--- src/logic/cpu_defines.svh ---
`ifndef CPU_DEFINES_SVH
`define CPU_DEFINES_SVH

`define WORD_W      16
`define ADDR_W      10
`define INSTR_W     18
`define REG_COUNT   4

// instruction fields
`define OP_HI       17
`define OP_LO       14
`define LANE_HI     13
`define LANE_LO     12
`define DEST_HI     11
`define DEST_LO     10
`define SRCA_HI     3
`define SRCA_LO     2
`define SRCB_HI     1
`define SRCB_LO     0
`define IMM_HI      9
`define IMM_LO      0

`endif

--- src/logic/cpu_pkg.sv ---
`include "cpu_defines.svh"

package cpu_pkg;

    // class 14 is left unnamed and runs as a no-op
    typedef enum logic [3:0] {
        OP_ADD      = 4'd0,
        OP_ADDI     = 4'd1,
        OP_SUB      = 4'd2,
        OP_SUBI     = 4'd3,
        OP_MUL      = 4'd4,
        OP_MULI     = 4'd5,
        OP_AND      = 4'd6,
        OP_OR       = 4'd7,
        OP_NOT      = 4'd8,
        OP_SET      = 4'd9,
        OP_LOAD     = 4'd10,
        OP_STORE    = 4'd11,
        OP_SETLOOP  = 4'd12,
        OP_LOOPJUMP = 4'd13,
        OP_HALT     = 4'd15
    } opClassT;

    // code 3 falls back to one 16-bit lane
    typedef enum logic [1:0] {
        LANE16 = 2'd0,
        LANE8  = 2'd1,
        LANE4  = 2'd2
    } laneT;

    typedef enum logic [2:0] {
        ST_IDLE,
        ST_IF,
        ST_ID,
        ST_EX,
        ST_MEM,
        ST_WB,
        ST_HALT
    } cpuStateT;

    typedef logic [`WORD_W-1:0] wordT;
    typedef logic [`ADDR_W-1:0] addrT;
    typedef logic [$clog2(`REG_COUNT)-1:0] regIdxT;

endpackage

--- src/logic/cpuSequencer.sv ---
`timescale 1ns/1ps

module cpuSequencer import cpu_pkg::*; (
    input  logic     clk,
    input  logic     rst,
    input  logic     isHalt,
    input  logic     isSetLoop,
    input  logic     isLoopJump,
    input  logic     regWrite,
    input  addrT     imm,
    output cpuStateT state,
    output addrT     instrAddr,
    output logic     rfWrite,
    output logic     done
);

    addrT pc;
    addrT nextPc;
    addrT loopCount;

    always_ff @(posedge clk)
    begin
        if (rst)
        begin
            state <= ST_IDLE;
        end
        else
        begin
            case (state)
                ST_IDLE: state <= ST_IF;
                ST_IF:   state <= ST_ID;
                ST_ID:   state <= isHalt ? ST_HALT : ST_EX;
                ST_EX:   state <= ST_MEM;
                ST_MEM:  state <= ST_WB;
                ST_WB:   state <= ST_IF;
                ST_HALT: state <= ST_HALT; // only rst leaves
                default: state <= ST_IDLE;
            endcase
        end
    end

    // branch decision in EX, pc moves at the end of WB
    always_ff @(posedge clk)
    begin
        if (rst)
        begin
            pc        <= '0;
            nextPc    <= '0;
            loopCount <= '0;
        end
        else if (state == ST_EX)
        begin
            if (isLoopJump && loopCount != '0)
            begin
                nextPc    <= imm;
                loopCount <= loopCount - 1'b1;
            end
            else
            begin
                nextPc <= pc + 1'b1;
            end
            if (isSetLoop)
                loopCount <= imm;
        end
        else if (state == ST_WB)
        begin
            pc <= nextPc;
        end
    end

    assign instrAddr = pc;
    assign rfWrite   = (state == ST_WB) && regWrite;
    assign done      = (state == ST_HALT);

endmodule

--- src/logic/instrDecoder.sv ---
`timescale 1ns/1ps
`include "cpu_defines.svh"

module instrDecoder import cpu_pkg::*; (
    input  logic                clk,
    input  logic                rst,
    input  cpuStateT            state,
    input  logic [`INSTR_W-1:0] instruction,
    output opClassT             opClass,
    output laneT                lane,
    output regIdxT              destIdx,
    output regIdxT              readIdxA,
    output regIdxT              readIdxB,
    output addrT                imm,
    output logic                isImmForm,
    output logic                isLoad,
    output logic                isStore,
    output logic                isHalt,
    output logic                isSetLoop,
    output logic                isLoopJump,
    output logic                regWrite
);

    opClassT opLive;
    regIdxT  destLive;
    logic    readsDest;

    assign opLive   = opClassT'(instruction[`OP_HI:`OP_LO]);
    assign destLive = instruction[`DEST_HI:`DEST_LO];
    // immediate forms, set and store operate on the destination itself
    assign readsDest = opLive inside {OP_ADDI, OP_SUBI, OP_MULI, OP_SET, OP_STORE};

    // live decode so the sequencer can stop at the end of ID
    assign isHalt = (opLive == OP_HALT);

    always_ff @(posedge clk)
    begin
        if (rst || state == ST_IF)
        begin
            opClass    <= OP_ADD;
            lane       <= LANE16;
            destIdx    <= '0;
            readIdxA   <= '0;
            readIdxB   <= '0;
            imm        <= '0;
            isImmForm  <= 1'b0;
            isLoad     <= 1'b0;
            isStore    <= 1'b0;
            isSetLoop  <= 1'b0;
            isLoopJump <= 1'b0;
            regWrite   <= 1'b0;
        end
        else if (state == ST_ID)
        begin
            opClass    <= opLive;
            lane       <= laneT'(instruction[`LANE_HI:`LANE_LO]);
            destIdx    <= destLive;
            readIdxA   <= readsDest ? destLive : instruction[`SRCA_HI:`SRCA_LO];
            readIdxB   <= instruction[`SRCB_HI:`SRCB_LO];
            imm        <= instruction[`IMM_HI:`IMM_LO];
            isImmForm  <= opLive inside {OP_ADDI, OP_SUBI, OP_MULI};
            isLoad     <= (opLive == OP_LOAD);
            isStore    <= (opLive == OP_STORE);
            isSetLoop  <= (opLive == OP_SETLOOP);
            isLoopJump <= (opLive == OP_LOOPJUMP);
            regWrite   <= (opLive <= OP_LOAD); // classes 0..10 write back
        end
    end

endmodule

--- src/logic/memStage.sv ---
`timescale 1ns/1ps

module memStage import cpu_pkg::*; (
    input  logic     clk,
    input  logic     rst,
    input  cpuStateT state,
    input  logic     isLoad,
    input  logic     isStore,
    input  addrT     imm,
    input  wordT     storeData,
    input  wordT     aluResult,
    input  wordT     dataIn,
    output addrT     dataAddr,
    output wordT     dataOut,
    output logic     dataRead,
    output logic     dataWrite,
    output wordT     wbData
);

    wordT loadWord;

    // strobes rise at the end of EX and drop at the end of MEM
    always_ff @(posedge clk)
    begin
        if (rst)
        begin
            dataRead  <= 1'b0;
            dataWrite <= 1'b0;
        end
        else
        begin
            dataRead  <= (state == ST_EX) && isLoad;
            dataWrite <= (state == ST_EX) && isStore;
        end
    end

    always_ff @(posedge clk)
    begin
        if (state == ST_EX)
        begin
            dataAddr <= imm;
            dataOut  <= storeData;
        end
        if (state == ST_MEM)
            loadWord <= dataIn;
    end

    assign wbData = isLoad ? loadWord : aluResult;

endmodule

--- src/logic/regFile.sv ---
`timescale 1ns/1ps
`include "cpu_defines.svh"

module regFile import cpu_pkg::*; (
    input  logic   clk,
    input  logic   rst,
    input  regIdxT readIdxA,
    input  regIdxT readIdxB,
    input  regIdxT writeIdx,
    input  logic   writeEn,
    input  wordT   writeData,
    output wordT   readDataA,
    output wordT   readDataB
);

    wordT regs [`REG_COUNT];

    always_ff @(posedge clk)
    begin
        if (rst)
        begin
            for (int i = 0; i < `REG_COUNT; i++)
                regs[i] <= '0;
        end
        else if (writeEn)
        begin
            regs[writeIdx] <= writeData;
        end
    end

    assign readDataA = regs[readIdxA];
    assign readDataB = regs[readIdxB];

endmodule

--- src/logic/simdAlu.sv ---
`timescale 1ns/1ps

module simdAlu import cpu_pkg::*; (
    input  logic     clk,
    input  logic     rst,
    input  cpuStateT state,
    input  opClassT  opClass,
    input  laneT     lane,
    input  logic     isImmForm,
    input  addrT     imm,
    input  wordT     operandA,
    input  wordT     operandB,
    output wordT     result
);

    wordT immRep;
    wordT operandSel;
    wordT aluOut;

    // add, sub or mul on lanes of width w, nothing crosses a lane boundary
    function automatic wordT laneArith(wordT a, wordT b, int unsigned w, opClassT op);
        wordT mask;
        wordT x;
        wordT y;
        wordT r;
        wordT acc;
        mask = (w >= 16) ? '1 : wordT'((32'd1 << w) - 1);
        acc  = '0;
        for (int i = 0; i < 4; i++)
        begin
            if (i * w < 16)
            begin
                x = (a >> (i * w)) & mask;
                y = (b >> (i * w)) & mask;
                case (op)
                    OP_SUB, OP_SUBI: r = x - y;
                    OP_MUL, OP_MULI: r = x * y;
                    default:         r = x + y;
                endcase
                acc = acc | ((r & mask) << (i * w));
            end
        end
        return acc;
    endfunction

    always_comb
    begin
        case (lane)
            LANE8:   immRep = {2{imm[7:0]}};
            LANE4:   immRep = {4{imm[3:0]}};
            default: immRep = wordT'(imm); // zero-extended
        endcase
    end

    assign operandSel = isImmForm ? immRep : operandB;

    always_comb
    begin
        case (opClass)
            OP_ADD, OP_ADDI, OP_SUB, OP_SUBI, OP_MUL, OP_MULI:
            begin
                case (lane)
                    LANE8:   aluOut = laneArith(operandA, operandSel, 8, opClass);
                    LANE4:   aluOut = laneArith(operandA, operandSel, 4, opClass);
                    default: aluOut = laneArith(operandA, operandSel, 16, opClass);
                endcase
            end
            OP_AND:  aluOut = operandA & operandB;
            OP_OR:   aluOut = operandA | operandB;
            OP_NOT:  aluOut = ~operandA;
            OP_SET:  aluOut = immRep;
            default: aluOut = '0;
        endcase
    end

    always_ff @(posedge clk)
    begin
        if (rst)
            result <= '0;
        else if (state == ST_EX)
            result <= aluOut;
    end

endmodule

--- src/logic/simdCpuTop.sv ---
`timescale 1ns/1ps
`include "cpu_defines.svh"

module simdCpuTop import cpu_pkg::*; (
    input  logic                clk,
    input  logic                rst,
    input  logic [`INSTR_W-1:0] instruction,
    output addrT                instrAddr,
    input  wordT                dataIn,
    output wordT                dataOut,
    output addrT                dataAddr,
    output logic                dataRead,
    output logic                dataWrite,
    output logic                done
);

    cpuStateT state;
    opClassT  opClass;
    laneT     lane;
    regIdxT   destIdx;
    regIdxT   readIdxA;
    regIdxT   readIdxB;
    addrT     imm;
    logic     isImmForm;
    logic     isLoad;
    logic     isStore;
    logic     isHalt;
    logic     isSetLoop;
    logic     isLoopJump;
    logic     regWrite;
    logic     rfWrite;
    wordT     readDataA;
    wordT     readDataB;
    wordT     aluResult;
    wordT     wbData;

    cpuSequencer i_sequencer (
        .clk        (clk),
        .rst        (rst),
        .isHalt     (isHalt),
        .isSetLoop  (isSetLoop),
        .isLoopJump (isLoopJump),
        .regWrite   (regWrite),
        .imm        (imm),
        .state      (state),
        .instrAddr  (instrAddr),
        .rfWrite    (rfWrite),
        .done       (done)
    );

    instrDecoder i_decoder (
        .clk         (clk),
        .rst         (rst),
        .state       (state),
        .instruction (instruction),
        .opClass     (opClass),
        .lane        (lane),
        .destIdx     (destIdx),
        .readIdxA    (readIdxA),
        .readIdxB    (readIdxB),
        .imm         (imm),
        .isImmForm   (isImmForm),
        .isLoad      (isLoad),
        .isStore     (isStore),
        .isHalt      (isHalt),
        .isSetLoop   (isSetLoop),
        .isLoopJump  (isLoopJump),
        .regWrite    (regWrite)
    );

    regFile i_regFile (
        .clk       (clk),
        .rst       (rst),
        .readIdxA  (readIdxA),
        .readIdxB  (readIdxB),
        .writeIdx  (destIdx),
        .writeEn   (rfWrite),
        .writeData (wbData),
        .readDataA (readDataA),
        .readDataB (readDataB)
    );

    simdAlu i_alu (
        .clk       (clk),
        .rst       (rst),
        .state     (state),
        .opClass   (opClass),
        .lane      (lane),
        .isImmForm (isImmForm),
        .imm       (imm),
        .operandA  (readDataA),
        .operandB  (readDataB),
        .result    (aluResult)
    );

    memStage i_memStage (
        .clk       (clk),
        .rst       (rst),
        .state     (state),
        .isLoad    (isLoad),
        .isStore   (isStore),
        .imm       (imm),
        .storeData (readDataA), // port A holds the destination for store
        .aluResult (aluResult),
        .dataIn    (dataIn),
        .dataAddr  (dataAddr),
        .dataOut   (dataOut),
        .dataRead  (dataRead),
        .dataWrite (dataWrite),
        .wbData    (wbData)
    );

endmodule

--- config.mk ---
export PLATFORM = sky130hd
export DESIGN_NAME = simdCpuTop
export DESIGN_NICKNAME = d
export VERILOG_FILES = /design/src/logic/cpu_pkg.sv /design/src/logic/cpuSequencer.sv /design/src/logic/instrDecoder.sv /design/src/logic/memStage.sv /design/src/logic/regFile.sv /design/src/logic/simdAlu.sv /design/src/logic/simdCpuTop.sv
export VERILOG_INCLUDE_DIRS = /design/src /design/src/logic
export SDC_FILE = /design/constraint.sdc
export NUM_CORES = 1
export LEC_CHECK = 0
export ABC_AREA = 0
export BUFFER_PORTS_ARGS = -buffer_cell sky130_fd_sc_hd__buf_2
export CORE_AREA = 2 2 179 181
export DETAILED_ROUTE_END_ITERATION = 7
export DIE_AREA = 0 0 181 183
export PLACE_DENSITY = 0.75
export SLEW_MARGIN = 20
export SYNTH_ARGS = -nofsm -noshare
export SYNTH_HDL_FRONTEND = slang
export SYNTH_SLANG_ARGS = --single-unit
export TNS_END_PERCENT = 20
--- constraint.sdc ---
create_clock -name clk -period 9.6 [get_ports clk]
set_input_delay 2.88 -clock clk [delete_from_list [all_inputs] [get_ports clk]]
set_output_delay 2.88 -clock clk [all_outputs]
set_load 0.03 [all_outputs]
# == Yosys cells after proc, flatten, opt, wreduce, memory -nomap -nowiden ==
# Memory sizes are Yosys's and may differ from the RTL's. A register that Yosys moved wholly into a read port is not among the register bits.
# Cells that the tools add are included.
# op_classes
n_mux,46
n_lt_le_gt_ge,1
n_eq_ne,26
n_reduce_logical,18
mul,7
add_sub_neg,16
n_bitwise,8
# ops
operator,count
2-to-1 mux 16 bit,11
one-hot mux 16 bit (2 select lines),3
one-hot mux 16 bit (5 select lines),1
OR 16 bit,3
"== test 4 bit, second input constant",8
one-hot mux 4 bit (2 select lines),4
one-hot mux 8 bit (2 select lines),2
2-to-1 mux 10 bit,3
2-to-1 mux 4 bit,6
"== test 4 x 3 -> 1 bit, second input constant",5
one-hot mux 3 bit (6 select lines),1
adder 16 bit,1
adder 4 bit,4
adder 8 bit,2
bitwise AND 16 bit,1
multiplier 16 x 16 -> 16 bit,1
multiplier 4 x 4 -> 4 bit,4
multiplier 8 x 8 -> 8 bit,2
2-to-1 mux 8 bit,2
NOT 16 bit,1
OR 16 x 12 -> 16 bit,1
OR 16 x 8 -> 16 bit,1
OR reduction 16 bit,1
subtractor 16 bit,1
27 further kinds,53
# word_totals
output_inout_bits,39
memories,1
reg_bits,121
ram_bits,64
# mem_list
memory,words,word_bits,read_ports,rd_ports_with_merged_regs,wr,line_no,rtl
i_regFile.regs,4,16,2,2,4,regFile.sv:16,wordT regs [`REG_COUNT];

# == Longest topological paths before layout ==
# Gate-level depths: netlist of the first run.
# depth
ltp_word,16
mapped_depth,30

# == Modules after synthesis ==
# From an unflattened synthesis of the first run, not the netlist that was laid out.
# hier_totals
cells_unflattened,1872
area_unflattened_um2,17682.0
# by_module_without_submodules
module,area_per_inst_um2,seq_area_each_um2,n_inst,cells_each
simdAlu,10017.1,320.3,1,1270
regFile,3229.3,1921.8,1,182
cpuSequencer,1853.0,660.6,1,225
memStage,1585.3,1301.2,1,67
instrDecoder,997.2,520.5,1,128

# == Least setup slack after synthesis of the first run ==
# No wires, ideal clock.
# synth_path
kind,reg2reg
from,reg i_decoder.lane[0]
to,reg i_alu.result[15]
arrival_time_ns,7.004
path_stages_with_launch,27
t_required_ns,9.514
n_path_buf,2
path_slack_ns,2.509
cell_sequence,dfxtp_1 inv_1 ha_1 buf_2 clkbuf_1 and3b_1 o21ai_0 nand2_1 nand2_1 fa_1 fa_1 inv_1 fa_1 fa_1 inv_1 fa_1 fa_1 xnor2_1 xnor2_1 xnor2_1 xnor2_1 xnor3_1 xnor3_1 xnor3_1 xnor2_1 a21oi_2 a221oi_2
# synth_between
elab_chain_len,10
word_cells_on_any_way,24
# synth_rtl
item,line_no,rtl
"start, declared",instrDecoder.sv:10,"output laneT lane,"
"start signal, assigned",instrDecoder.sv:56,lane <= laneT'(instruction[`LANE_HI:`LANE_LO]);
== test 2 bit or == test 2 x 1 -> 1 bit (tied branches),"simdAlu.sv:48, simdAlu.sv:62",
one-hot mux 16 bit (2 select lines),simdAlu.sv:48,case (lane)
2-to-1 mux 16 bit,simdAlu.sv:55,assign operandSel = isImmForm ? immRep : operandB;
multiplier 8 x 8 -> 8 bit (tied with other cells),simdAlu.sv:37,"OP_MUL, OP_MULI: r = x * y;"
one-hot mux 8 bit (2 select lines) or one-hot mux 4 bit (2 select lines) (tied branches),simdAlu.sv:35,case (op)
2-to-1 mux 8 bit or 2-to-1 mux 4 bit (tied branches),simdAlu.sv:62,case (lane)
2-to-1 mux 8 bit or 2-to-1 mux 4 bit (tied branches),simdAlu.sv:59,case (opClass)
OR 16 bit,simdAlu.sv:40,acc = acc | ((r & mask) << (i * w));
one-hot mux 16 bit (2 select lines),simdAlu.sv:62,
one-hot mux 16 bit (5 select lines) *,simdAlu.sv:59,
"end signal, assigned",simdAlu.sv:81,result <= aluOut;
"end, declared",simdAlu.sv:13,output wordT result
# Mark *: on every way between the ends. The rest lies on a longest branch, timed or not. The select of a mux whose other input is x is not followed.
# A chain may end at the register's enable or synchronous reset.

# == Worst setup path in the final report of the first run ==
# Ends and elaborated chain as after synthesis.

==> results of run 1 <==
-- cell type report --
cell class	count	area, µm²	area share, %
Clock buffer	19	442.9	2.436
Clock inverter	13	111.4	0.6125
Inverter	207	777.0	4.274
Multi-Input combinational cell	1387	11000	60.52
Sequential cell	187	4808	26.45
Tap cell	402	503.0	2.767
Timing Repair Buffer	96	535.5	2.946
-- stage by stage --
| step | cell area, µm² | std cells | worst slack (ns) | power, µW | util [%] |
|---|---|---|---|---|---|
| 3_5_place_dp | 17620 | 2279 | 1.638 | 2426 | 56.41 |
| 4_1_cts | 18170 | 2311 | 1.622 | 3094 | 58.19 |
| 5_1_grt | 18180 | 2311 | 1.247 | 3280 | 58.21 |
| 3_3_place_gp | 17620 | 2279 | 1.766 | 2382 | 56.41 |
| 2_1_floorplan | 16990 | 1876 | 2.509 | 1997 | - |
| 6_report | 18180 | 2311 | 1.624 | 3094 | 58.21 |
-- how the worst min path moves through the flow --
stage	slack [ns]	from	endpoint
CTS	0.45	i_sequencer.nextPc[5]	i_sequencer.instrAddr[5]
finish	0.45	i_sequencer.nextPc[4]	i_sequencer.instrAddr[4]
floorplan	0.41	i_decoder.imm[2]	i_memStage.dataAddr[2]
global route	0.47	i_sequencer.nextPc[5]	i_sequencer.instrAddr[5]
global placement	0.44	i_sequencer.nextPc[4]	i_sequencer.nextPc[4]
detailed placement	0.44	i_sequencer.nextPc[5]	i_sequencer.instrAddr[5]
-- logic make-up after synthesis --
group / count (synthesis) / synth area share, %
AO/OA/AOI/OAI: 318 / 11.81
XOR/XNOR: 140 / 7.866
adder cells (fa/ha/maj): 256 / 23.35
buffers and inverters: 302 / 7.071
flip-flops: 187 / 28.28
multiplexers: 87 / 6.842
AND/OR/NAND/NOR: 586 / 14.77
-- sequential cells by signal, indices dropped and copies added, names as in the netlist, 2 cells and up, named ones only --
signal                 flops
i_sequencer.instrAddr     10
i_sequencer.loopCount     10
i_regFile.regs            64
i_decoder.lane             2
i_decoder.imm             10
i_memStage.loadWord       16
i_alu.result              16
i_decoder.opClass          4
i_sequencer.nextPc        10
i_decoder.destIdx          2
i_decoder.readIdxA         2
i_sequencer.state          3
i_memStage.dataAddr       10
i_memStage.dataOut        16
-- worst min-delay path, cell delays in order, from the launching register on --
cell	delay, ns
dfxtp_1	0.31
nand2_1	0.05
a21oi_1	0.05
-- power by group --
part	leakage (µW)	switching [µW]	internal (µW)	total, µW
registers	0.00169	30.8	873	904
clock network	0.000279	315	346	661
logic	0.00562	917	612	1530
total	0.00760	1260	1830	3090
-- cells in the final DEF, fill, tap and decap left out, drive strengths merged, types with 14 or more instances in the layout --
cell,count
xnor2,88
nor2,243
fa,107
edfxtp,106
inv,204
ha,133
maj3,16
clkbuf,19
a21oi,119
a21o,17
clkinv,16
mux2i,49
o21a,14
dfxtp,81
nand2b,21
mux4,21
nor3,26
nand3,18
buf,96
o21ai,64
mux2,17
xor2,44
nand2,219
-- metal layers --
metal / track usage [%] / wire, µm / vias to the layer above
met5: 0 / 12 / -
met4: 15.32 / 2603 / 2
met3: 5.083 / 4350 / 166
met2: 49.74 / 22640 / 690
met1: 38.41 / 19300 / 6747
li1: - / - / 6341
==> results.sh, run 1 <==
export IMPL_setup_violations=0
export IMPL_synth_warnings=0
export IMPL_final_fill_count=2755
export IMPL_clk_latency_ns=0.44
export IMPL_fin_crit_sh_pct=83.08
export IMPL_synth_top_area_share_pct=18.74
export IMPL_whs_ns=0.4517
export IMPL_period_needed_ns=7.976
export IMPL_avgSynthCellArea_um2=9.055
export IMPL_finalSetupTns_ns=0
export IMPL_cts_resized=0
export IMPL_synth_area_mm2=0.01699
export IMPL_rrSetupSlack_ns=1.62
export IMPL_drtAntennaViolNets=0
export IMPL_synth_cells=1876
export IMPL_cts_tree="done"
export IMPL_critPathLaunch="i_decoder.lane[0]"
export IMPL_peakVddDrop_mv=0.1637
export IMPL_coreArea_mm2=0.03123
export IMPL_synth_flop_cell="edfxtp_1"
export IMPL_outcome="finished, final reports clean"
export IMPL_drt_iter0_drc=1543
export IMPL_hold_buffers=0
export IMPL_rsz0062_at_grt="false"
export IMPL_area_delta_synth_final_pct=7.019
export IMPL_grt_overflow=0
export IMPL_grt_max_degree=59
export IMPL_critPathSlowestCell="ha_1"
export IMPL_firstDrtPassIters=6
export IMPL_synthArstFlopShare_pct=0
export IMPL_pin_count=75
export IMPL_skew_ns=0.01480
export IMPL_worstMarginPinSlew_ns=1.146
export IMPL_path_max_fanout=26
export IMPL_synth_edf_count=106
export IMPL_path_clk_slew_ns=0.07
export IMPL_fmax_mhz=125.4
export IMPL_clock_sinks=187
export IMPL_power_leakage_uw=0.007596
export IMPL_critPathMostFrequentCell="fa_1"
export IMPL_crit_family="adder cells"
export IMPL_hpwl_um=36830
export IMPL_vias=13946
export IMPL_critPathLaunchType="flip-flop"
export IMPL_synth_cell_type_count=80
export IMPL_reg2reg_depth=26
export IMPL_place_gp_congestion=1.005
export IMPL_power_density_mw_per_mm2=170.2
export IMPL_synth_area_leaders="edfxtp_1 (19%), fa_1 (13%), ha_1 (9.8%), dfxtp_1 (9.5%), nor2_1 (5.3%)"
export IMPL_yosysMostFrequentCell="nor2_1"
export IMPL_yosysSeqAreaShare_pct=28.28
export IMPL_drive_gt1_share_pct=9.900
export IMPL_die_area_mm2=0.03312
export IMPL_arrival_ns=8.34
export IMPL_hold_viol_final=0
export IMPL_htree_levels=4
export IMPL_end_kind="flip-flop"
export IMPL_worst_path_buf_inv=5
export IMPL_cts_setup_buffers=0
export IMPL_hp_class="flip-flop to flip-flop"
export IMPL_yosysTopAreaCell="edfxtp_1"
export IMPL_max_stage_delay_ns=0.79
export IMPL_wire_per_inst_um=21.16
export IMPL_n_antenna_cell=0
export IMPL_fin_nets=2172
export IMPL_rows=65
export IMPL_holdPathStages=2
export IMPL_r2r_start="i_decoder.lane[0]"
export IMPL_syn_nets=2152
export IMPL_root_buffer="clkbuf_16"
export IMPL_route_detailed_drc=0
export IMPL_path_class="flip-flop to flip-flop"
export IMPL_grt_pass1_vias=13940
export IMPL_crit_cells=26
export IMPL_ys_ff_latch=187
export IMPL_synthTopCellsByCount="nor2_1 (242), nand2_1 (218), inv_1 (195)"
export IMPL_max_slew_margin_rel_pct=23.46
export IMPL_crit_end="i_alu.result[15]"
export IMPL_wl_um=48910
export IMPL_grt_pass1_wl_um=76830
export IMPL_drv_slew=0
export IMPL_antenna_found_initial=1
export IMPL_numPortBuffers=74
export IMPL_timing_rr_end="i_alu.result[15]"
export IMPL_maxCapViolCount=0
export IMPL_start_util_pct=54.40
export IMPL_fp_dieH_um=183
export IMPL_die_w_um=181
export IMPL_cp_required_ns=9.96
export IMPL_clock_path_buffers=2
export IMPL_vias_per_cell=6.035
export IMPL_cts_buffers=17
export IMPL_groute_usage_overall_pct=30.11
Note: power is estimated with default switching activity, not from simulation.
==> run 2: changes to the inputs <==
- ABC_AREA: 0 -> 1
- CORE_AREA: 2 2 179 181 -> 2 2 183 185
- DIE_AREA: 0 0 181 183 -> 0 0 185 187
- PLACE_DENSITY: 0.75 -> 0.77
- clock period: 9.6 -> 7.2 ns (I/O delays scaled with it)
==> run 2 against run 1 <==
Effect of this change:
- sequential share of layout area decreased by 1.5 points
- via count rose by 18%
- count of clock-buffer cells in the layout is 5 higher
- synthesized area is 3.9% higher
- maximum frequency up 17%
- first-iteration DRC count fell by 8.4%
- worst setup slack got worse by 1.2 ns
- cell count grew 26%
- flip-flop and latch count stayed put
- register-to-register slack worse by 1.2 ns
- critical endpoint unchanged
==> results.sh, run 2 <==
export IMPL_grt_overflow=0
export IMPL_synth_top_area_share_pct=18.03
export IMPL_max_slew_margin_rel_pct=42.26
export IMPL_path_clk_slew_ns=0.07
export IMPL_syn_nets=2646
export IMPL_holdPathStages=2
export IMPL_synth_warnings=0
export IMPL_synth_edf_count=106
export IMPL_cts_tree="done"
export IMPL_path_max_fanout=19
export IMPL_maxCapViolCount=0
export IMPL_peakVddDrop_mv=0.2501
export IMPL_die_area_mm2=0.03460
export IMPL_die_w_um=185
export IMPL_drt_iter0_drc=1414
export IMPL_r2r_start="i_decoder.lane[0]"
export IMPL_cts_setup_buffers=0
export IMPL_clk_latency_ns=0.44
export IMPL_drtAntennaViolNets=0
export IMPL_largest_register_ffs=64
export IMPL_grt_pass1_wl_um=90380
export IMPL_power_net_switching_uw=2500
export IMPL_synth_xor_area_share_pct=4.707
export IMPL_hold_viol_final=0
export IMPL_p_seq_share_pct=22.3
export IMPL_synth_cells=2370
export IMPL_hold_buffers=0
export IMPL_synth_area_leaders="edfxtp_1 (18%), fa_1 (12%), nand2_1 (12%), ha_1 (9.4%), dfxtp_1 (9.2%)"
export IMPL_path_class="flip-flop to flip-flop"
export IMPL_start_util_pct=53.72
export IMPL_ys_ff_latch=187
export IMPL_grt_pass1_vias=15937
export IMPL_rrSetupSlack_ns=0.38
export IMPL_reg2reg_depth=32
export IMPL_outcome="finished, final reports clean"
export IMPL_utilization_pct=58.66
export IMPL_timing_rr_end="i_alu.result[15]"
export IMPL_place_gp_congestion=1.028
export IMPL_whs_ns=0.4442
export IMPL_crit_family="adder cells"
export IMPL_coreArea_mm2=0.03286
export IMPL_cp_required_ns=7.50
export IMPL_hpwl_um=45890
export IMPL_worstMarginPinSlew_ns=0.8608
export IMPL_root_buffer="clkbuf_16"
export IMPL_htree_levels=4
export IMPL_area_delta_synth_final_pct=9.201
export IMPL_synthTopCellsByCount="nand2_1 (552), inv_1 (355), nor2_1 (275)"
export IMPL_arrival_ns=7.12
export IMPL_wl_um=59160
export IMPL_critPathMostFrequentCell="nand2_1"
export IMPL_grt_max_degree=49
export IMPL_skew_ns=0.01346
export IMPL_synth_fa_ha_area_share_pct=21.56
export IMPL_yosysMostFrequentCell="nand2_1"
export IMPL_rows=67
export IMPL_synth_top_family_by_area="simple AND/OR/NAND/NOR gates"
export IMPL_pin_count=75
export IMPL_cts_buffers=17
export IMPL_vias_per_cell=5.676
export IMPL_clock_sinks=187
export IMPL_power_density_mw_per_mm2=278.3
export IMPL_yosysTopAreaCell="edfxtp_1"
export IMPL_yosysSeqAreaShare_pct=27.22
export IMPL_avgSynthCellArea_um2=7.448
export IMPL_p_total_uw=5364
export IMPL_firstDrtPassIters=5
export IMPL_end_kind="flip-flop"
export IMPL_largest_register="i_regFile.regs"
export IMPL_numPortBuffers=74
export IMPL_max_stage_delay_ns=0.54
export IMPL_layout_commonest_cell="nand2_1"
export IMPL_rsz0062_at_grt="false"
export IMPL_fmax_mhz=146.6
export IMPL_hp_class="flip-flop to flip-flop"
export IMPL_power_frac_clock_pct=18.4
export IMPL_combPwrFrac_pct=59.3
export IMPL_worstHoldStart="i_decoder.isStore"
export IMPL_groute_usage_overall_pct=34.72
export IMPL_fin_crit_sh_pct=94.76
export IMPL_worst_path_buf_inv=8
export IMPL_wire_per_inst_um=20.39
export IMPL_synth_compound_area_share_pct=11.13
export IMPL_switching_share_pct=46.62
export IMPL_critPathSlowestCell="fa_1"
export IMPL_vias=16465
export IMPL_drive_gt1_share_pct=9.906
export IMPL_synthSimpleGateAreaFrac_pct=24.28
export IMPL_whs_endpoint="i_memStage.dataWrite"
export IMPL_critPathLaunchType="flip-flop"
export IMPL_synth_area_mm2=0.01765
export IMPL_fin_nets=2716
export IMPL_synthArstFlopShare_pct=0
export IMPL_clock_path_buffers=2
export IMPL_antenna_found_initial=0
export IMPL_synth_cell_type_count=58
export IMPL_final_cell_mix="nand2_1 (550), inv_1 (355), nor2_1 (271)"
export IMPL_drv_slew=0
export IMPL_synth_mux_area_fraction_pct=0.3402
export IMPL_fp_dieH_um=187
export IMPL_period_needed_ns=6.823
export IMPL_synth_flop_cell="edfxtp_1"
export IMPL_finalSetupTns_ns=0
export IMPL_n_antenna_cell=0
export IMPL_cts_resized=0
export IMPL_setup_violations=0
export IMPL_power_leakage_uw=0.009195
export IMPL_route_detailed_drc=0
export IMPL_p_int_uw=2863
## run 2: cell count changes after synthesis, sizes merged, moves of 20 or more
| cell | delta |
|---|---|
| nand2 | +355 |
| o21ai | +38 |
| inv | +180 |
| xnor2 | -60 |
| clkbuf | -21 |
| mux2i | -43 |
| a21oi | +20 |
| nand2b | -21 |
| xor2 | +22 |
| nor2 | +40 |
| nand3 | +108 |
| mux4 | -21 |
## run 2: power by group through the flow
stage          Sequential [µW]  Clock [µW]  Combinational [µW]
4_1_cts                   1200         997                3120
2_1_floorplan             1220           0                2200
3_3_place_gp              1220           0                3060
6_report                  1200         987                3180
5_1_grt                   1200        1040                3550
3_5_place_dp              1220           0                3100
## run 2: logic make-up after synthesis
kind of cell             after synthesis
AND/OR/NAND/NOR                     1036
buffers and inverters                468
AO/OA/AOI/OAI                        339
adder cells (fa/ha/maj)              240
flip-flops                           187
XOR/XNOR                              94
multiplexers                           6
## run 2: worst max path at each step
| stage | start | to | cells past startpoint |
|---|---|---|---|
| after floorplan | i_decoder.lane[0] | i_alu.result[13] | 34 |
| after CTS | i_decoder.lane[0] | i_alu.result[15] | 33 |
| after global placement | i_decoder.lane[0] | i_alu.result[15] | 32 |
| after global routing | i_decoder.lane[0] | i_alu.result[15] | 32 |
| after detailed placement | i_decoder.lane[0] | i_alu.result[15] | 32 |
| final | i_decoder.lane[0] | i_alu.result[15] | 32 |
## run 2: cell type report
cell class,instances,area (µm²)
Fill cell,3135,13590
Sequential cell,187,4805
Clock inverter,8,101.3
Inverter,383,1458
Clock buffer,24,524.3
Timing Repair Buffer,136,843.3
Tap cell,448,560.5
Multi-Input combinational cell,1715,10980
## run 2: worst min-delay path, delay by kind of cell, from the launching register on
kind | cells | cell delay (ns)
flip-flops | 1 | 0.31
AND/OR/NAND/NOR | 2 | 0.10
## run 2: through the flow
stage / cells / instance area (µm²) / setup WS [ns]
after floorplan: 2370 / 17650 / 0.9282
after detailed placement: 2869 / 18620 / 0.2721
after CTS: 2901 / 19250 / 0.2604
after global routing: 2901 / 19280 / 0.02942
final: 2901 / 19280 / 0.3770
after global placement: 2869 / 18620 / 0.3730
## run 2: layer usage
metal	vias to the layer above	routed length, µm	track usage [%]
met5	-	0	0
met4	0	4022	19.72
met3	198	4560	5.627
met2	791	27490	57.07
met1	7748	23080	43.24
li1	7728	-	-
